### config.mk
export PLATFORM = sky130hd
export DESIGN_NAME = axi_qspi_xip
export DESIGN_NICKNAME = d
export VERILOG_FILES = /design/src/logic/axi_rd_pkg.sv /design/src/logic/qspi_pkg.sv /design/src/logic/xip_req_if.sv /design/src/logic/xip_beat_if.sv /design/src/logic/axi_ar_decode.sv /design/src/logic/qspi_read_engine.sv /design/src/logic/axi_r_respond.sv /design/src/logic/axi_qspi_xip.sv
export VERILOG_INCLUDE_DIRS = /design/src /design/src/logic
export SDC_FILE = /design/constraint.sdc
export NUM_CORES = 1
export LEC_CHECK = 0
export BUFFER_PORTS_ARGS = -buffer_cell sky130_fd_sc_hd__buf_2
export CORE_AREA = 4 4 171 173
export DETAILED_ROUTE_END_ITERATION = 7
export DIE_AREA = 0 0 175 177
export HOLD_SLACK_MARGIN = 0.03
export MAX_ROUTING_LAYER = met4
export RECOVER_POWER = 25
export SLEW_MARGIN = 20
export SYNTH_ARGS = -nofsm -noshare
export SYNTH_HDL_FRONTEND = slang
export SYNTH_SLANG_ARGS = --single-unit
### constraint.sdc
create_clock -name s_axi_aclk -period 3.5 [get_ports s_axi_aclk]
set_clock_uncertainty 0.1 [all_clocks]
set_input_delay 0.525 -clock s_axi_aclk [delete_from_list [all_inputs] [get_ports s_axi_aclk]]
set_output_delay 0.525 -clock s_axi_aclk [all_outputs]
set_load 0.1 [all_outputs]
### src/logic/qspi_xip_settings.svh
`ifndef QSPI_XIP_SETTINGS_SVH
`define QSPI_XIP_SETTINGS_SVH

// AXI read channel widths
`define QSPI_XIP_ADDR_W 32
`define QSPI_XIP_DATA_W 32
`define QSPI_XIP_ID_W 4

// First AXI address that maps onto flash offset zero
`define QSPI_XIP_FLASH_BASE 32'h0000_1000

// Each chip select owns a window of 2**FLASH_ADDR_W bytes
`define QSPI_XIP_FLASH_ADDR_W 24
`define QSPI_XIP_NUM_CS 4

// System clocks per SPI clock half-period
`define QSPI_XIP_CLK_HALF 2

// Standard single-line read
`define QSPI_XIP_CMD_READ 8'h03

`endif

### src/logic/axi_rd_pkg.sv
`include "qspi_xip_settings.svh"

package axi_rd_pkg;

  // Transaction ID echoed on every R beat
  typedef logic [`QSPI_XIP_ID_W-1:0] axi_id_t;

  // Burst length minus one, as carried on ARLEN
  typedef logic [7:0] axi_len_t;

  // One data beat
  typedef logic [`QSPI_XIP_DATA_W-1:0] axi_data_t;

  // Only the two codes this port can return
  typedef enum logic [1:0] {
    RESP_OKAY   = 2'b00,
    RESP_SLVERR = 2'b10
  } axi_resp_t;

endpackage

### src/logic/qspi_pkg.sv
`include "qspi_xip_settings.svh"

package qspi_pkg;

  // Which flash device a request goes to
  typedef logic [$clog2(`QSPI_XIP_NUM_CS)-1:0] cs_idx_t;

  // Byte offset inside one flash device
  typedef logic [`QSPI_XIP_FLASH_ADDR_W-1:0] flash_addr_t;

  // Read engine sequencing
  typedef enum logic [2:0] {
    PH_IDLE,
    PH_CMD,
    PH_ADDR,
    PH_DATA,
    PH_PAUSE,
    PH_ERR
  } engine_phase_t;

endpackage

### src/logic/xip_req_if.sv
`timescale 1ns/1ps
`include "qspi_xip_settings.svh"

interface xip_req_if;

  // Held request, valid stays up until take
  logic                  valid;
  axi_rd_pkg::axi_id_t   id;
  axi_rd_pkg::axi_len_t  len;
  qspi_pkg::cs_idx_t     cs;
  qspi_pkg::flash_addr_t offset;
  // Address fell below the flash window
  logic                  err;
  // Single-cycle acknowledge from the engine
  logic                  take;

  modport source (
    output valid, id, len, cs, offset, err,
    input  take
  );

  modport sink (
    input  valid, id, len, cs, offset, err,
    output take
  );

endinterface

### src/logic/xip_beat_if.sv
`timescale 1ns/1ps
`include "qspi_xip_settings.svh"

interface xip_beat_if;

  logic                 push;
  axi_rd_pkg::axi_id_t  id;
  axi_rd_pkg::axi_data_t data;
  logic                 last;
  logic                 err;
  // Response stage is holding a beat
  logic                 full;

  modport source (
    output push, id, data, last, err,
    input  full
  );

  modport sink (
    input  push, id, data, last, err,
    output full
  );

endinterface

### src/logic/axi_ar_decode.sv
`timescale 1ns/1ps
`include "qspi_xip_settings.svh"

module axi_ar_decode (
  input  logic                        s_axi_aclk,
  input  logic                        s_axi_aresetn,
  input  logic                        s_axi_arvalid_i,
  input  axi_rd_pkg::axi_id_t         s_axi_arid_i,
  input  logic [`QSPI_XIP_ADDR_W-1:0] s_axi_araddr_i,
  input  axi_rd_pkg::axi_len_t        s_axi_arlen_i,
  output logic                        s_axi_arready_o,
  xip_req_if.source                   req
);

  localparam int CS_W  = $bits(qspi_pkg::cs_idx_t);
  localparam int OFF_W = `QSPI_XIP_FLASH_ADDR_W;

  logic [`QSPI_XIP_ADDR_W-1:0] rel_addr;
  logic                        below_base;
  logic                        accept;
  logic                        held_q;
  axi_rd_pkg::axi_id_t         id_q;
  axi_rd_pkg::axi_len_t        len_q;
  qspi_pkg::cs_idx_t           cs_q;
  qspi_pkg::flash_addr_t       off_q;
  logic                        err_q;

  // Window select sits just above the per-device offset
  assign rel_addr   = s_axi_araddr_i - `QSPI_XIP_FLASH_BASE;
  assign below_base = s_axi_araddr_i < `QSPI_XIP_FLASH_BASE;

  // Single buffer, free again as soon as the engine takes it
  assign s_axi_arready_o = !held_q;
  assign accept          = s_axi_arvalid_i && !held_q;

  always_ff @(posedge s_axi_aclk or negedge s_axi_aresetn) begin
    if (!s_axi_aresetn) begin
      held_q <= 1'b0;
    end else if (accept) begin
      held_q <= 1'b1;
    end else if (req.take) begin
      held_q <= 1'b0;
    end
  end

  always_ff @(posedge s_axi_aclk) begin
    if (accept) begin
      id_q  <= s_axi_arid_i;
      len_q <= s_axi_arlen_i;
      cs_q  <= rel_addr[OFF_W +: CS_W];
      off_q <= rel_addr[OFF_W-1:0];
      err_q <= below_base;
    end
  end

  assign req.valid  = held_q;
  assign req.id     = id_q;
  assign req.len    = len_q;
  assign req.cs     = cs_q;
  assign req.offset = off_q;
  assign req.err    = err_q;

endmodule

### src/logic/qspi_read_engine.sv
`timescale 1ns/1ps
`include "qspi_xip_settings.svh"

module qspi_read_engine (
  input  logic                        s_axi_aclk,
  input  logic                        s_axi_aresetn,
  xip_req_if.sink                     req,
  xip_beat_if.source                  beat,
  output logic                        spi_clk_o,
  output logic [`QSPI_XIP_NUM_CS-1:0] spi_csn_o,
  output logic                        spi_sdo_o,
  input  logic                        spi_sdi_i
);

  localparam int HALF_W    = (`QSPI_XIP_CLK_HALF > 1) ? $clog2(`QSPI_XIP_CLK_HALF) : 1;
  localparam int WORD_BITS = `QSPI_XIP_DATA_W;
  localparam int CMD_BITS  = 8;
  // Command and address go out back to back as one 32-bit header
  localparam int HDR_BITS  = CMD_BITS + `QSPI_XIP_FLASH_ADDR_W;
  localparam int BIT_W     = $clog2(WORD_BITS);

  localparam logic [HALF_W-1:0] HALF_LAST = HALF_W'(`QSPI_XIP_CLK_HALF - 1);
  localparam logic [BIT_W-1:0]  CMD_LAST  = BIT_W'(CMD_BITS - 1);
  localparam logic [BIT_W-1:0]  HDR_LAST  = BIT_W'(HDR_BITS - 1);
  localparam logic [BIT_W-1:0]  WORD_LAST = BIT_W'(WORD_BITS - 1);

  qspi_pkg::engine_phase_t     phase_q;
  logic [HALF_W-1:0]           half_cnt_q;
  logic                        spi_clk_q;
  logic [BIT_W-1:0]            bit_cnt_q;
  axi_rd_pkg::axi_len_t        beat_cnt_q;
  logic [`QSPI_XIP_NUM_CS-1:0] csn_q;
  logic [HDR_BITS-1:0]         tx_sr_q;
  axi_rd_pkg::axi_data_t       rx_sr_q;
  axi_rd_pkg::axi_id_t         id_q;
  axi_rd_pkg::axi_len_t        len_q;

  logic spi_active;
  logic hdr_phase;
  logic start;
  logic tick;
  logic rise;
  logic fall;
  logic word_done;
  logic last_beat;
  logic push;

  assign hdr_phase  = (phase_q == qspi_pkg::PH_CMD) || (phase_q == qspi_pkg::PH_ADDR);
  assign spi_active = hdr_phase || (phase_q == qspi_pkg::PH_DATA);
  assign start      = (phase_q == qspi_pkg::PH_IDLE) && req.valid;

  // SPI clock edges, mode 0
  assign tick = spi_active && (half_cnt_q == HALF_LAST);
  assign rise = tick && !spi_clk_q;
  assign fall = tick && spi_clk_q;

  // The 32nd falling edge of a word closes it
  assign word_done = fall && (phase_q == qspi_pkg::PH_DATA) && (bit_cnt_q == WORD_LAST);
  assign last_beat = beat_cnt_q == len_q;

  always_comb begin
    push = 1'b0;
    if (!beat.full) begin
      push = word_done || (phase_q == qspi_pkg::PH_PAUSE) || (phase_q == qspi_pkg::PH_ERR);
    end
  end

  always_ff @(posedge s_axi_aclk or negedge s_axi_aresetn) begin
    if (!s_axi_aresetn) begin
      phase_q    <= qspi_pkg::PH_IDLE;
      half_cnt_q <= '0;
      spi_clk_q  <= 1'b0;
      bit_cnt_q  <= '0;
      beat_cnt_q <= '0;
      csn_q      <= '1;
    end else begin
      if (spi_active) begin
        half_cnt_q <= tick ? '0 : half_cnt_q + 1'b1;
      end
      if (rise) begin
        spi_clk_q <= 1'b1;
      end
      if (fall) begin
        spi_clk_q <= 1'b0;
        bit_cnt_q <= bit_cnt_q + 1'b1;
      end
      if (push) begin
        beat_cnt_q <= beat_cnt_q + 1'b1;
      end

      case (phase_q)
        qspi_pkg::PH_IDLE: begin
          if (req.valid) begin
            beat_cnt_q <= '0;
            bit_cnt_q  <= '0;
            half_cnt_q <= '0;
            if (req.err) begin
              phase_q <= qspi_pkg::PH_ERR;
            end else begin
              phase_q <= qspi_pkg::PH_CMD;
              csn_q   <= ~(`QSPI_XIP_NUM_CS'(1) << req.cs);
            end
          end
        end
        qspi_pkg::PH_CMD: begin
          if (fall && bit_cnt_q == CMD_LAST) begin
            phase_q <= qspi_pkg::PH_ADDR;
          end
        end
        qspi_pkg::PH_ADDR: begin
          // Counter wraps to zero for the first data word
          if (fall && bit_cnt_q == HDR_LAST) begin
            phase_q <= qspi_pkg::PH_DATA;
          end
        end
        qspi_pkg::PH_DATA: begin
          if (word_done) begin
            if (beat.full) begin
              // Clock parks low, chip select stays active
              phase_q <= qspi_pkg::PH_PAUSE;
            end else if (last_beat) begin
              phase_q <= qspi_pkg::PH_IDLE;
              csn_q   <= '1;
            end
          end
        end
        qspi_pkg::PH_PAUSE: begin
          if (!beat.full) begin
            if (last_beat) begin
              phase_q <= qspi_pkg::PH_IDLE;
              csn_q   <= '1;
            end else begin
              phase_q <= qspi_pkg::PH_DATA;
            end
          end
        end
        qspi_pkg::PH_ERR: begin
          if (!beat.full && last_beat) begin
            phase_q <= qspi_pkg::PH_IDLE;
          end
        end
        default: phase_q <= qspi_pkg::PH_IDLE;
      endcase
    end
  end

  // Header shifts out on falling edges, data shifts in on rising edges
  always_ff @(posedge s_axi_aclk) begin
    if (start) begin
      tx_sr_q <= {`QSPI_XIP_CMD_READ, req.offset};
      id_q    <= req.id;
      len_q   <= req.len;
    end else if (fall) begin
      tx_sr_q <= {tx_sr_q[HDR_BITS-2:0], 1'b0};
    end
    if (rise && phase_q == qspi_pkg::PH_DATA) begin
      rx_sr_q <= {rx_sr_q[WORD_BITS-2:0], spi_sdi_i};
    end
  end

  assign req.take = start;

  assign beat.push = push;
  assign beat.id   = id_q;
  assign beat.data = (phase_q == qspi_pkg::PH_ERR) ? '0 : rx_sr_q;
  assign beat.last = last_beat;
  assign beat.err  = phase_q == qspi_pkg::PH_ERR;

  assign spi_clk_o = spi_clk_q;
  assign spi_csn_o = csn_q;
  assign spi_sdo_o = hdr_phase && tx_sr_q[HDR_BITS-1];

endmodule

### src/logic/axi_r_respond.sv
`timescale 1ns/1ps
`include "qspi_xip_settings.svh"

module axi_r_respond (
  input  logic                  s_axi_aclk,
  input  logic                  s_axi_aresetn,
  xip_beat_if.sink              beat,
  output logic                  s_axi_rvalid_o,
  output axi_rd_pkg::axi_id_t   s_axi_rid_o,
  output axi_rd_pkg::axi_data_t s_axi_rdata_o,
  output axi_rd_pkg::axi_resp_t s_axi_rresp_o,
  output logic                  s_axi_rlast_o,
  input  logic                  s_axi_rready_i
);

  localparam int NUM_BYTES = `QSPI_XIP_DATA_W / 8;

  logic                  full_q;
  axi_rd_pkg::axi_id_t   id_q;
  axi_rd_pkg::axi_data_t data_q;
  logic                  last_q;
  logic                  err_q;
  axi_rd_pkg::axi_data_t swapped;

  // First byte off the wire belongs at the lowest lane
  always_comb begin
    for (int i = 0; i < NUM_BYTES; i++) begin
      swapped[i*8 +: 8] = beat.data[(NUM_BYTES-1-i)*8 +: 8];
    end
  end

  always_ff @(posedge s_axi_aclk or negedge s_axi_aresetn) begin
    if (!s_axi_aresetn) begin
      full_q <= 1'b0;
    end else if (beat.push) begin
      full_q <= 1'b1;
    end else if (full_q && s_axi_rready_i) begin
      full_q <= 1'b0;
    end
  end

  // Engine only pushes into an empty slot, so the beat stays put until taken
  always_ff @(posedge s_axi_aclk) begin
    if (beat.push) begin
      id_q   <= beat.id;
      data_q <= swapped;
      last_q <= beat.last;
      err_q  <= beat.err;
    end
  end

  assign beat.full = full_q;

  assign s_axi_rvalid_o = full_q;
  assign s_axi_rid_o    = id_q;
  assign s_axi_rdata_o  = data_q;
  assign s_axi_rresp_o  = err_q ? axi_rd_pkg::RESP_SLVERR : axi_rd_pkg::RESP_OKAY;
  assign s_axi_rlast_o  = last_q;

endmodule

### src/logic/axi_qspi_xip.sv
`timescale 1ns/1ps
`include "qspi_xip_settings.svh"

module axi_qspi_xip (
  input  logic                        s_axi_aclk,
  input  logic                        s_axi_aresetn,

  // AXI4 read address
  input  logic                        s_axi_arvalid_i,
  input  axi_rd_pkg::axi_id_t         s_axi_arid_i,
  input  logic [`QSPI_XIP_ADDR_W-1:0] s_axi_araddr_i,
  input  axi_rd_pkg::axi_len_t        s_axi_arlen_i,
  output logic                        s_axi_arready_o,

  // AXI4 read data
  output logic                        s_axi_rvalid_o,
  output axi_rd_pkg::axi_id_t         s_axi_rid_o,
  output axi_rd_pkg::axi_data_t       s_axi_rdata_o,
  output axi_rd_pkg::axi_resp_t       s_axi_rresp_o,
  output logic                        s_axi_rlast_o,
  input  logic                        s_axi_rready_i,

  // Serial flash, one chip select per device
  output logic                        spi_clk_o,
  output logic [`QSPI_XIP_NUM_CS-1:0] spi_csn_o,
  output logic                        spi_sdo_o,
  input  logic                        spi_sdi_i
);

  xip_req_if  u_req ();
  xip_beat_if u_beat ();

  axi_ar_decode u_decode (
    .s_axi_aclk      (s_axi_aclk),
    .s_axi_aresetn   (s_axi_aresetn),
    .s_axi_arvalid_i (s_axi_arvalid_i),
    .s_axi_arid_i    (s_axi_arid_i),
    .s_axi_araddr_i  (s_axi_araddr_i),
    .s_axi_arlen_i   (s_axi_arlen_i),
    .s_axi_arready_o (s_axi_arready_o),
    .req             (u_req.source)
  );

  qspi_read_engine u_engine (
    .s_axi_aclk    (s_axi_aclk),
    .s_axi_aresetn (s_axi_aresetn),
    .req           (u_req.sink),
    .beat          (u_beat.source),
    .spi_clk_o     (spi_clk_o),
    .spi_csn_o     (spi_csn_o),
    .spi_sdo_o     (spi_sdo_o),
    .spi_sdi_i     (spi_sdi_i)
  );

  axi_r_respond u_respond (
    .s_axi_aclk     (s_axi_aclk),
    .s_axi_aresetn  (s_axi_aresetn),
    .beat           (u_beat.sink),
    .s_axi_rvalid_o (s_axi_rvalid_o),
    .s_axi_rid_o    (s_axi_rid_o),
    .s_axi_rdata_o  (s_axi_rdata_o),
    .s_axi_rresp_o  (s_axi_rresp_o),
    .s_axi_rlast_o  (s_axi_rlast_o),
    .s_axi_rready_i (s_axi_rready_i)
  );

endmodule

# [After elaboration in Yosys (flattened, before gate mapping)]
# Cells that the tools add are included.
[word_totals] reg_bits=177 input_bits=49 output_inout_bits=47 elab_cells=110
[classes] add_sub_neg=4 n_lt_le_gt_ge=1 n_eq_ne=16 shifts=1 muxes=37 bitwise=1 reduce_logical=28
[op_table] operator="$mux 24" count=2
[op_table] operator="$lt 32x13->1 const B" count=1
[op_table] operator="$mux 3" count=9
[op_table] operator="$sub 26x13->26 const B" count=1
[op_table] operator="$mux 8" count=3
[op_table] operator="$mux 4" count=5
[op_table] operator="$pmux 3 s6" count=1
[op_table] operator="$mux 5" count=3
[op_table] operator="$logic_and 1x1->1" count=13
[op_table] operator="$ne 2x2->1 const B" count=6
[op_table] operator="$pmux 4 s3" count=1
[op_table] operator="$mux 1" count=11
[op_table] operator="$add 8x1->8 const B" count=1
[op_table] operator="$eq 8x8->1" count=1
[op_table] operator="$reduce_bool 2->1" count=4
[op_table] operator="$reduce_and 7->1" count=1
[op_table] operator="$eq 3x2->1 const B" count=2
[op_table] operator="$eq 3x3->1 const B" count=2
[op_table] operator="$add 5x1->5 const B" count=1
[op_table] operator="$eq 5x3->1 const B" count=1
[op_table] operator="$eq 5x5->1 const B" count=1
[op_table] operator="$logic_or 1x1->1" count=4
[op_table] operator="$mux 2" count=2
[op_table] operator="$not 4->4" count=1
[op_table] operator="9 further kinds" count=11

# [Logic depth before layout (Yosys ltp)]
# Gate-level depths: netlist of run 1.
[logic_depth] depth_word=13 depth_mapped=10 mapped_depth_nobuf=8

# [By module]
# A second synthesis of run 1 with hierarchy kept.
[hier_totals] hier_cells=491 area_unflattened_um2=6901.6
[modules_own_cells] mod="qspi_read_engine" n_inst=1 cells_each=363 area_each_um2=4206.5 seq_area_each_um2=2757.6
[modules_own_cells] mod="axi_ar_decode" n_inst=1 cells_each=83 area_each_um2=1491.4 seq_area_each_um2=1196.1
[modules_own_cells] mod="axi_r_respond" n_inst=1 cells_each=45 area_each_um2=1203.7 seq_area_each_um2=1166.1

# [Worst setup path before layout of run 1]
# Ideal clock, no wire load.
[synth_path] kind="reg-to-reg" start="register u_engine.spi_clk_q, in the netlist u_engine.spi_clk_o" end="register u_respond.err_q (enable)" setup_time_ns=0.438 arrival_ns=3.219 required_time_ns=2.962 path_slack_ns=-0.256 path_stages_with_launch=5 path_buffers=1 period_less_slack_ns=3.756 path_cell_list="dfrtp_1 > and2_1 > buf_6 > a41oi_4 > nor2_1"
[synth_between] elab_chain_len=6
[synth_lines] element="from (decl)" line_no="qspi_read_engine.sv:29" source="logic spi_clk_q;"
[synth_lines] element="from (signal assigned)" line_no="qspi_read_engine.sv:72" source="spi_clk_q <= 1'b0;"
[synth_lines] element="from (signal assigned)" line_no="qspi_read_engine.sv:81" source="spi_clk_q <= 1'b1;"
[synth_lines] element="from (signal assigned)" line_no="qspi_read_engine.sv:84" source="spi_clk_q <= 1'b0;"
[synth_lines] element="$logic_and 1x1->1" line_no="qspi_read_engine.sv:55" source="assign fall = tick && spi_clk_q;"
[synth_lines] element="$logic_and 1x1->1 (2 in a row)" line_no="qspi_read_engine.sv:58" source="assign word_done = fall && (phase_q == qspi_pkg::PH_DATA) && (bit_cnt_q == WORD_LAST);"
[synth_lines] element="$logic_or 1x1->1 (2 in a row)" line_no="qspi_read_engine.sv:64" source="push = word_done || (phase_q == qspi_pkg::PH_PAUSE) || (phase_q == qspi_pkg::PH_ERR);"
[synth_lines] element="$mux 1" line_no="qspi_read_engine.sv:63" source="if (!beat.full) begin"
[synth_lines] element="via u_beat.push" line_no="xip_beat_if.sv:6" source="logic push;"
[synth_lines] element="to (signal assigned)" line_no="axi_r_respond.sv:48" source="err_q <= beat.err;"
[synth_lines] element="to (decl)" line_no="axi_r_respond.sv:22" source="logic err_q;"
# The timed path passes the listed nets, and every way through them passes these cells.
# A chain may end at the register's enable or synchronous reset.

# [Worst setup path in the final report of run 1]
[layout_path] start="register u_engine.phase_q[1]" end="register u_respond.data_q[29], in the netlist u_respond.s_axi_rdata_o[29] (enable)"
[layout_between] elab_chain_len=10 elab_cells_between_ends=14 cone_classes="eq/ne (5); mux (1); reduce/logical (8)"
[layout_lines] element="from (decl)" line_no="qspi_read_engine.sv:27" source="qspi_pkg::engine_phase_t phase_q;"
[layout_lines] element="from (signal assigned)" line_no="qspi_read_engine.sv:70" source="phase_q <= qspi_pkg::PH_IDLE;"
[layout_lines] element="from (signal assigned)" line_no="qspi_read_engine.sv:98" source="phase_q <= qspi_pkg::PH_ERR;"
[layout_lines] element="from (signal assigned)" line_no="qspi_read_engine.sv:100" source="phase_q <= qspi_pkg::PH_CMD;"
[layout_lines] element="$eq 3x1->1 or $eq 3x2->1 (tied branches)" line_no="qspi_read_engine.sv:48" source="assign hdr_phase = (phase_q == qspi_pkg::PH_CMD) || (phase_q == qspi_pkg::PH_ADDR);"
[layout_lines] element="$logic_or 1x1->1" line_no="qspi_read_engine.sv:48"
[layout_lines] element="$logic_or 1x1->1" line_no="qspi_read_engine.sv:49" source="assign spi_active = hdr_phase || (phase_q == qspi_pkg::PH_DATA);"
[layout_lines] element="$logic_and 1x1->1" line_no="qspi_read_engine.sv:53" source="assign tick = spi_active && (half_cnt_q == HALF_LAST);"
[layout_lines] element="$logic_and 1x1->1" line_no="qspi_read_engine.sv:55"
[layout_lines] element="$logic_and 1x1->1 (2 in a row)" line_no="qspi_read_engine.sv:58"
[layout_lines] element="$logic_or 1x1->1" line_no="qspi_read_engine.sv:64"
[layout_lines] element="$logic_or 1x1->1 (*)" line_no="qspi_read_engine.sv:64"
[layout_lines] element="$mux 1 (*)" line_no="qspi_read_engine.sv:63"
[layout_lines] element="via u_beat.push" line_no="xip_beat_if.sv:6"
[layout_lines] element="to (signal assigned)" line_no="axi_r_respond.sv:46" source="data_q <= swapped;"
[layout_lines] element="to (decl)" line_no="axi_r_respond.sv:20" source="axi_rd_pkg::axi_data_t data_q;"
# The timed path passes the listed nets; every way through them passes the cells marked *.

==> summary.txt, run 1 <==
CTS-repair resized insts: 0
Overall routing resource usage: 8.18%
Gr ovfl total: 0
DPL Wire Length: 8.00 mm
Post-synth top area share: 63.8%
Data required, critical path: 3.45 ns
Drt first-iter violations: 198
CP endpoint kind: register
Post-Place Cell Area: 7760 um^2
Final Util: 30.1%
DRC: 0
Most frequent CP cell: nor2_1
Initial core utilization: 24.7%
Reg2reg setup slack: 0.77 ns
Total Nets Final: 637
Vias: 3828
Area of the multi-input gates: 1590 um^2
Filler cells: 2826
RSZ-0062 raised after global routing: false
Max cap viols: 0
Largest net degree at the start of global routing: 44
GP Congestion: 0.751
Drt pass-1 iters: 4
Dominant cell type by area after synthesis: edfxtp_1
TritonCTS Sinks: 177
Outcome: complete, no violations
Vias in the first global route: 3719
Post-synth EDFFs: 145
Top post-synthesis cells by area: edfxtp_1 (64%), dfrtp_1 (7.3%), nand2_1 (5.8%)
Critical path arrival: 2.68 ns
IO buf count: 94
Initial antenna violation count: 0
Clock period minus worst slack: 2.73 ns
Async set-reset flop share out of synthesis: 13.6%
Maximum vdd drop: 0.000532 V
Most frequent cell after synthesis: edfxtp_1
PwrDens: 718 nW/um^2
Cells on worst reg2reg path: 7
Die ar.: 31000 um^2
CTS tree: built
Worst-path clk slew: 0.07 ns
CTS root buf: clkbuf_16
Critical R2R Launch: u_engine.phase_q[1]
Final setup violation count: 0
# rows: 61
Storage element area: 5120 um^2
Worst slew margin: 8.44%
CP Cell Sequence: nor2_1, nor2_1, ha_1, and2_1, a41oi_4, nor2_4, buf_4
CTS Buf Count: 17
Die Ht: 177 um
Worst Tran Pin Value: 1.37 ns
YS warnings: 0
Post-Layout Inst Area: 8310 um^2
Lkg Pwr: 3.09 nW
Hold depth: 1
Hold Path Class: in2reg
Synth Instances: 482
Cell Area, Synth: 6830 um^2
DRT Wirelength: 12.0 mm
Setup TNS: 0 ns
Register area share after synthesis: 75.0%
Mean area per synthesized cell: 14.2 um^2
Syn_nets: 536
First-pass GRT wire length: 19.5 mm
Worst hold path endpoint: u_decode.req.len[1]
N_diodes: 0
Max Buffers Root-to-Sink: 2
Terminus of the critical flop-to-flop path: u_respond.s_axi_rdata_o[29]
Core area: 27600 um^2
Cell family with most CP delay: simple AND/OR/NAND/NOR gates
Critical path type: reg2reg
Die W: 175 um
Hold Crit Start: s_axi_arlen_i[1]
Layout cells sized above 1: 23.3%
CP Max Fanout: 40
Synth Register Bits: 177
CP max-delay cell: dfrtp_1
Dpl ws: 0.774 ns
Routed vias/inst: 3.93
Crit path launch: u_engine.phase_q[1]
CP max stage delay: 0.61 ns
Period utilization: 78.0%
Ys flop type: edfxtp_1
WP buf/inv: 1
Final setup margin: 0.769 ns
Max Transition Viols Final: 0
F_max: 366 MHz
Latest clock arrival within the worst-skew pair: 0.42 ns
Wire per inst: 12.3 um
Routed Antenna Nets: 0
Io pins: 96
CP startpoint kind: register
Hold Vio Cnt, Final: 0
Unique cell type count in the Yosys netlist: 48
Synth top cells by count: edfxtp_1 (145), nand2_1 (105), and2_1 (36), dfrtp_1 (20), nor2_1 (20)
Syn-to-layout area delta: 21.8%
H-tree depth: 4
==> cell type report <==
| class | count | area share [%] |
|---|---|---|
| clock buffer | 18 | 5.16 |
| sequential | 177 | 61.6 |
| multi-input combinational | 275 | 19.1 |
| timing repair buffer | 102 | 6.47 |
| clock inverter | 14 | 1.52 |
| tap | 378 | 5.69 |
| inverter | 10 | 0.451 |
==> layer usage <==
layer / global-route usage [%] / up-vias / routed length (um) / share of wire (%)
met5: - / - / 0 / 0
met4: 3.04 / 0 / 139 / 1.2
met3: 2.31 / 8 / 633 / 5.3
met2: 12.1 / 112 / 5460 / 46
met1: 10.8 / 1808 / 5750 / 48
li1: - / 1900 / - / -
==> cell usage in the layout (no fill, tap or decap), types with 2 or more instances in the layout <==
cell,netlist,final
dfxtp_1,8,8
ha_1,5,5
dfstp_2,4,4
buf_2,3,88
a21oi_1,10,10
a2bb2oi_1,4,4
nor2_1,20,19
nor2b_1,4,3
clkbuf_16,0,17
nor3_1,11,11
mux2i_1,2,2
xor2_1,18,18
dfrtp_1,20,20
o21ai_0,5,5
nand3_1,6,6
and3_1,2,2
nand2_1,105,105
inv_6,0,5
clkbuf_1,12,7
xnor2_1,12,12
clkinv_1,1,3
nand4_1,4,4
and2_1,36,36
clkinvlp_4,0,2
inv_1,9,9
nand3b_1,2,2
nor3b_1,4,3
clkinv_2,0,2
nor4_1,6,6
edfxtp_1,145,145
buf_4,3,6
==> what timing repair did <==
item,in CTS,in global routing
hold buffers,1,0
hold endpoints to repair,20,0
buffers inserted,0,0
==> where the power goes <==
group	internal [mW]	total, mW	switching [mW]
logic	0.340	1.06	0.725
registers	2.87	3.08	0.212
clock network	0.991	1.82	0.826
total	4.20	5.97	1.76
==> cells by family (layout without fill, tap and decap cells) <==
| logic type | Yosys count | count (layout) | share of synthesized area [%] |
|---|---|---|---|
| adders and majority gates | 5 | 5 | 0.917 |
| AOI/OAI and AO/OA | 30 | 30 | 3.28 |
| and+or+nand+nor | 206 | 206 | 14.4 |
| other | 1 | 1 | 0.0549 |
| buffers and inverters | 30 | 144 | 1.98 |
| muxes | 3 | 3 | 0.458 |
| xor gates and xnor gates | 30 | 30 | 3.85 |
| DFF | 177 | 177 | 75.0 |
==> worst max path at each step <==
stage	end	depth (start not counted)	slack [ns]
6_report	u_respond.s_axi_rdata_o[29]	7	0.77
4_1_cts	u_respond.s_axi_rdata_o[29]	7	0.75
3_3_place_gp	u_respond.s_axi_rdata_o[6]	7	0.90
3_5_place_dp	u_respond.s_axi_rdata_o[5]	7	0.77
2_1_floorplan	u_respond.err_q	4	0.41
5_1_grt	u_engine.beat_cnt_q[1]	9	0.48
==> per-stage QoR <==
stage | hold slack [ns] | std cells | power [mW]
after floorplan | 0.129 | 482 | 3.92
after global placement | 0.301 | 941 | 4.18
after detailed placement | 0.305 | 941 | 4.21
after CTS | 0.154 | 974 | 6.05
after global routing | 0.142 | 974 | 6.31
final | 0.174 | 974 | 5.97
==> flip-flops by register name, indices dropped and copies added, names as in the netlist, 2 cells and up <==
name,cells
u_decode.req.cs,2
u_decode.req.id,4
u_decode.req.len,8
u_decode.req.offset,24
u_engine.beat.id,4
u_engine.beat_cnt_q,8
u_engine.bit_cnt_q,5
u_engine.len_q,8
u_engine.phase_q,3
u_engine.rx_sr_q,32
u_engine.spi_csn_o,4
u_engine.tx_sr_q,32
u_respond.s_axi_rdata_o,32
u_respond.s_axi_rid_o,4
Power figures use the tool's default switching activity.
==> run 2, diff against run 1 <==
==> constraint.sdc (replaced) <==
create_clock -name s_axi_aclk -period 2.75 [get_ports s_axi_aclk]
set_clock_uncertainty 0.1 [all_clocks]
set_input_delay 0.4125 -clock s_axi_aclk [delete_from_list [all_inputs] [get_ports s_axi_aclk]]
set_output_delay 0.4125 -clock s_axi_aclk [all_outputs]
set_load 0.1 [all_outputs]
==> summary.txt, run 2 (synthesis results as in run 1) <==
Initial core utilization: 24.7%
Most frequent cells in the layout: edfxtp_1 (145), nand2_1 (105), buf_2 (89), and2_1 (36), dfrtp_1 (20)
Most common cell after layout, fill and taps aside: edfxtp_1
CP endpoint kind: register
Total Nets Final: 644
Syn-to-layout area delta: 22.7%
Worst-path clk slew: 0.07 ns
Clock period minus worst slack: 2.44 ns
Data required, critical path: 2.94 ns
First-pass GRT wire length: 19.1 mm
CTS tree: built
Worst Tran Pin Value: 1.42 ns
Routed vias/inst: 3.90
TritonCTS Sinks: 177
Drt first-iter violations: 185
Dpl ws: 0.296 ns
Maximum vdd drop: 0.000537 V
H-tree depth: 4
Core area: 27600 um^2
CP startpoint kind: register
Die Ht: 177 um
Layout cells sized above 1: 24.7%
Die ar.: 31000 um^2
Postcts setup bufs: 0
CTS root buf: clkbuf_16
Initial antenna violation count: 0
PwrDens: 902 nW/um^2
F_max: 409 MHz
DPL Wire Length: 7.85 mm
GP Congestion: 0.732
Drt pass-1 iters: 4
Gr ovfl total: 0
CP Max Fanout: 15
CTS Buf Count: 17
Die W: 175 um
Wire per inst: 12.0 um
Io pins: 96
IO buf count: 94
Period utilization: 88.8%
RSZ-0062 raised after global routing: false
N_diodes: 0
Overall routing resource usage: 7.99%
Vias: 3830
Critical path type: reg2reg
Setup TNS: 0 ns
Worst slew margin: 5.47%
Hold Path Class: in2reg
Routed Antenna Nets: 0
Final setup margin: 0.307 ns
Max cap viols: 0
Outcome: complete, no violations
Max Buffers Root-to-Sink: 2
DRT Wirelength: 11.8 mm
Lkg Pwr: 3.13 nW
Vias in the first global route: 3795
Max Transition Viols Final: 0
# rows: 61
Critical path arrival: 2.63 ns
Hold Vio Cnt, Final: 0
Largest net degree at the start of global routing: 41
Latest clock arrival within the worst-skew pair: 0.41 ns
Final setup violation count: 0
DRC: 0
-- run 2: cell types whose count changed in the layout (fill, tap and decap cells not counted), sizes merged --
cell,change
clkinv,-2
buf,+8
inv,+2
bufinv,-1
-- run 2: final cells by class --
type                       instances  area (um^2)
clock buffer                      19          433
clock inverter                    13          120
fill                            2825        19300
inverter                          10         37.5
multi-input combinational        275         1590
sequential                       177         5120
tap                              378          473
timing repair buffer             109          604
-- run 2: path summary, 6_finish.rpt --
path | start | end | slack (ns) | cells past startpoint
worst min-delay path | s_axi_araddr_i[8] | u_decode.req.offset[8] | 0.06 | 1
max in group asynchronous | s_axi_aresetn | u_engine.bit_cnt_q[2] | 0.96 | 2
worst max register to register | u_engine.phase_q[0] | u_engine.phase_q[1] | 0.31 | 9
worst min register to register | u_decode.req.len[0] | u_engine.len_q[0] | 0.32 | 0
worst max-delay path | u_engine.phase_q[0] | u_engine.phase_q[1] | 0.31 | 9
min in group asynchronous | s_axi_aresetn | u_engine.beat_cnt_q[3] | 0.75 | 2
-- run 2: power breakdown --
part	switching [mW]	total [mW]	internal [mW]
sequential	0.242	3.90	3.65
combinational	0.940	1.40	0.459
clock	1.07	2.27	1.19
total	2.25	7.56	5.31
-- run 2: metal layers --
| layer | routed length, um | vias up | track usage [%] |
|---|---|---|---|
| li1 | - | 1912 | - |
| met1 | 5690 | 1815 | 10.1 |
| met2 | 5310 | 94 | 12.4 |
| met3 | 606 | 9 | 2.22 |
| met4 | 159 | 0 | 3.01 |
| met5 | 0 | - | - |
-- run 2: worst max-delay path, cell delays in order (launching register included) --
cell	delay, ns
dfrtp_1	0.49
nor2_1	0.10
nor2_1	0.16
ha_1	0.24
and2_1	0.20
buf_4	0.22
nand4_1	0.11
a32o_1	0.34
a211oi_1	0.26
o31ai_1	0.10
-- run 2: repair_timing --
item	4_1_cts	5_1_grt
hold buffers	1	0
setup endpoints to repair	0	0
endpoints found under the hold margin	20	0
resized for setup	0	0
-- run 2: metrics by stage --
step | total power, mW | utilization [%] | cells | hold slack [ns] | instance area, um^2
floorplan | 4.99 | - | 482 | 0.0169 | 6840
global placement | 5.36 | 28.3 | 948 | 0.301 | 7820
detailed placement | 5.38 | 28.3 | 948 | 0.305 | 7820
CTS | 7.69 | 30.3 | 981 | 0.0363 | 8380
global route | 7.98 | 30.3 | 981 | 0.0330 | 8380
finish | 7.56 | 30.3 | 981 | 0.0643 | 8380
==> run 3, diff against run 2 <==
--- a/config.mk
+++ b/config.mk
@@ -7,13 +7,14 @@
 export NUM_CORES = 1
 export LEC_CHECK = 0
 export BUFFER_PORTS_ARGS = -buffer_cell sky130_fd_sc_hd__buf_2
-export CORE_AREA = 4 4 171 173
+export CORE_AREA = 4 4 172 174
 export DETAILED_ROUTE_END_ITERATION = 7
-export DIE_AREA = 0 0 175 177
+export DIE_AREA = 0 0 176 178
 export HOLD_SLACK_MARGIN = 0.03
 export MAX_ROUTING_LAYER = met4
 export RECOVER_POWER = 25
 export SLEW_MARGIN = 20
 export SYNTH_ARGS = -nofsm -noshare
 export SYNTH_HDL_FRONTEND = slang
+export SYNTH_HIERARCHICAL = 1
 export SYNTH_SLANG_ARGS = --single-unit
==> summary.txt, run 3 <==
Outcome: complete, no violations
CP startpoint kind: register
CP max stage delay: 0.56 ns
Non-Filler Instances: 999
Gr ovfl total: 0
Post-Place Cell Area: 7900 um^2
Initial core utilization: 24.8%
Syn_nets: 545
Cell Area, Synth: 6900 um^2
Worst slew margin: 8.22%
Worst-path clk slew: 0.07 ns
Hold Path Class: in2reg
Maximum vdd drop: 0.000702 V
Period utilization: 88.2%
CTS Buf Count: 17
Post-synth top area share: 63.1%
Final setup violation count: 0
Layout cells sized above 1: 25.6%
Postcts setup bufs: 0
Max Transition Viols Final: 0
RSZ-0062 raised after global routing: false
First-pass GRT wire length: 20.8 mm
Worst Tran Pin Value: 1.38 ns
N_diodes: 0
Most frequent cells in the layout: edfxtp_1 (145), nand2_1 (106), buf_2 (90), and2_1 (34), dfrtp_1 (20)
Max cap viols: 0
Clock power share: 26.5%
DRT Wirelength: 12.8 mm
Routed Antenna Nets: 0
Final hold slack: 0.0595 ns
CP Cell Sequence: nor2_1, nor2_1, ha_1, and3_1, o32ai_1, a21oi_1, o21ai_2, mux2_4
Drt first-iter violations: 211
DRC: 0
Post-Layout Inst Area: 8620 um^2
Core area: 27800 um^2
Top post-synthesis cells by area: edfxtp_1 (63%), dfrtp_1 (7.3%), nand2_1 (5.8%)
Syn-to-layout area delta: 24.9%
Routed vias/inst: 3.98
CP Max Fanout: 12
Io pins: 96
Vias: 3977
IO buf count: 94
Setup TNS: 0 ns
Synth Register Bits: 177
Most frequent cell after synthesis: edfxtp_1
CTS tree: built
Data required, critical path: 2.96 ns
DPL Wire Length: 8.33 mm
Clock period minus worst slack: 2.42 ns
Die Ht: 178 um
GP Congestion: 0.800
Lkg Pwr: 3.27 nW
Placed Cells: 957
YS warnings: 6
Max Buffers Root-to-Sink: 2
H-tree depth: 4
CP max-delay cell: dfrtp_1
Largest net degree at the start of global routing: 42
Die ar.: 31300 um^2
CP endpoint kind: register
Most frequent CP cell: nor2_1
F_max: 412 MHz
Vias in the first global route: 3959
Overall routing resource usage: 8.65%
Wire per inst: 12.8 um
Unique cell type count in the Yosys netlist: 58
Critical path arrival: 2.64 ns
Hold Vio Cnt, Final: 0
Synth top cells by count: edfxtp_1 (145), nand2_1 (106), and2_1 (34), dfrtp_1 (20), nor2_1 (19)
# rows: 61
Switching Fraction: 39.5%
Latest clock arrival within the worst-skew pair: 0.42 ns
Drt pass-1 iters: 6
Ys flop type: edfxtp_1
Internal cell power: 5.68 mW
Sequential Power Share: 43.2%
Die W: 176 um
Register area share after synthesis: 74.2%
Total Nets Final: 662
Dominant cell type by area after synthesis: edfxtp_1
Logic gate share of total power: 30.3%
Post-synth EDFFs: 145
Critical path type: reg2reg
Psw: 3.71 mW
PwrDens: 1090 nW/um^2
Synth Instances: 491
Async set-reset flop share out of synthesis: 13.6%
Mean area per synthesized cell: 14.1 um^2
CTS root buf: clkbuf_16
TritonCTS Sinks: 177
Most common cell after layout, fill and taps aside: edfxtp_1
Initial antenna violation count: 0
==> run 3: cell count changes in the layout (fill, tap and decap cells not counted), sizes merged, moves of 3 or more <==
cell         delta
nor3            -3
clkinv          +6
nand3           +5
dlygate4sd3     +9
a2bb2oi         -4
nand4           -3
clkbuf          -3
inv             -3
==> run 3: cell families after synthesis <==
group / after synthesis / synth area share (%)
AND/OR/NAND/NOR: 212 / 15.3
flip-flops: 177 / 74.2
AO/OA/AOI/OAI: 36 / 3.59
XOR/XNOR: 29 / 3.68
buffers and inverters: 29 / 1.90
adder cells (fa/ha/maj): 5 / 0.906
multiplexers: 2 / 0.363
other: 1 / 0.0543
==> run 3: final timing paths <==
check | endpoint | slack [ns] | startpoint | cells after the start
worst max-delay path | u_engine/phase_q[2] | 0.33 | u_engine/phase_q[1] | 8
worst min-delay path | u_decode/req.offset[10] | 0.06 | s_axi_araddr_i[10] | 1
worst max register to register | u_engine/phase_q[2] | 0.33 | u_engine/phase_q[1] | 8
worst min register to register | u_engine/len_q[4] | 0.32 | u_decode/req.len[4] | 0
max in group asynchronous | u_engine/bit_cnt_q[4] | 1.02 | s_axi_aresetn | 2
min in group asynchronous | u_decode/req.valid | 0.72 | s_axi_aresetn | 2
==> run 3: layer usage <==
metal	vias to the layer above	track usage [%]	routed length [um]
li1	1974	-	-
met1	1905	10.8	5950
met2	87	13.3	6050
met3	11	2.52	604
met4	0	3.51	184
met5	-	-	0
==> run 3: final cells by class <==
| cell class | instances | area, um^2 |
|---|---|---|
| clock buffers | 17 | 425 |
| clock inverters | 15 | 206 |
| fillers | 2853 | 19200 |
| inverters | 9 | 33.8 |
| multi-input cells | 285 | 1680 |
| flip-flops and latches | 177 | 5120 |
| well taps | 378 | 473 |
| repair buffers | 118 | 683 |
==> run 3: timing repair <==
| action | CTS | global route |
|---|---|---|
| gates resized for setup | 0 | 0 |
| hold endpoints to repair | 29 | 0 |
| hold buffers | 10 | 0 |
==> run 3: critical path: cells and delay by family, from the launching register on <==
kind                       cells  cell delay [ns]
muxes                          1             0.30
adders and majority gates      1             0.25
AOI/OAI and AO/OA              3             0.52
and+or+nand+nor                3             0.57
DFF                            1             0.56
==> run 3: stage by stage <==
| step | power, mW | setup slack, ns | utilization (%) |
|---|---|---|---|
| after CTS | 9.54 | 0.339 | 31.1 |
| after detailed placement | 6.99 | 0.348 | 28.4 |
| after floorplan | 6.33 | -0.00845 | - |
| final | 9.39 | 0.325 | 31.0 |
| after global placement | 6.93 | 0.465 | 28.4 |
| after global routing | 9.90 | 0.0993 | 31.0 |
==> run 3: power groups by stage <==
stage / clock network (mW) / logic (mW) / registers, mW
final: 2.49 / 2.84 / 4.06
after global routing: 2.68 / 3.09 / 4.13
after CTS: 2.58 / 2.89 / 4.07
after floorplan: 0 / 1.22 / 5.11
after detailed placement: 0 / 2.87 / 4.12
after global placement: 0 / 2.82 / 4.10
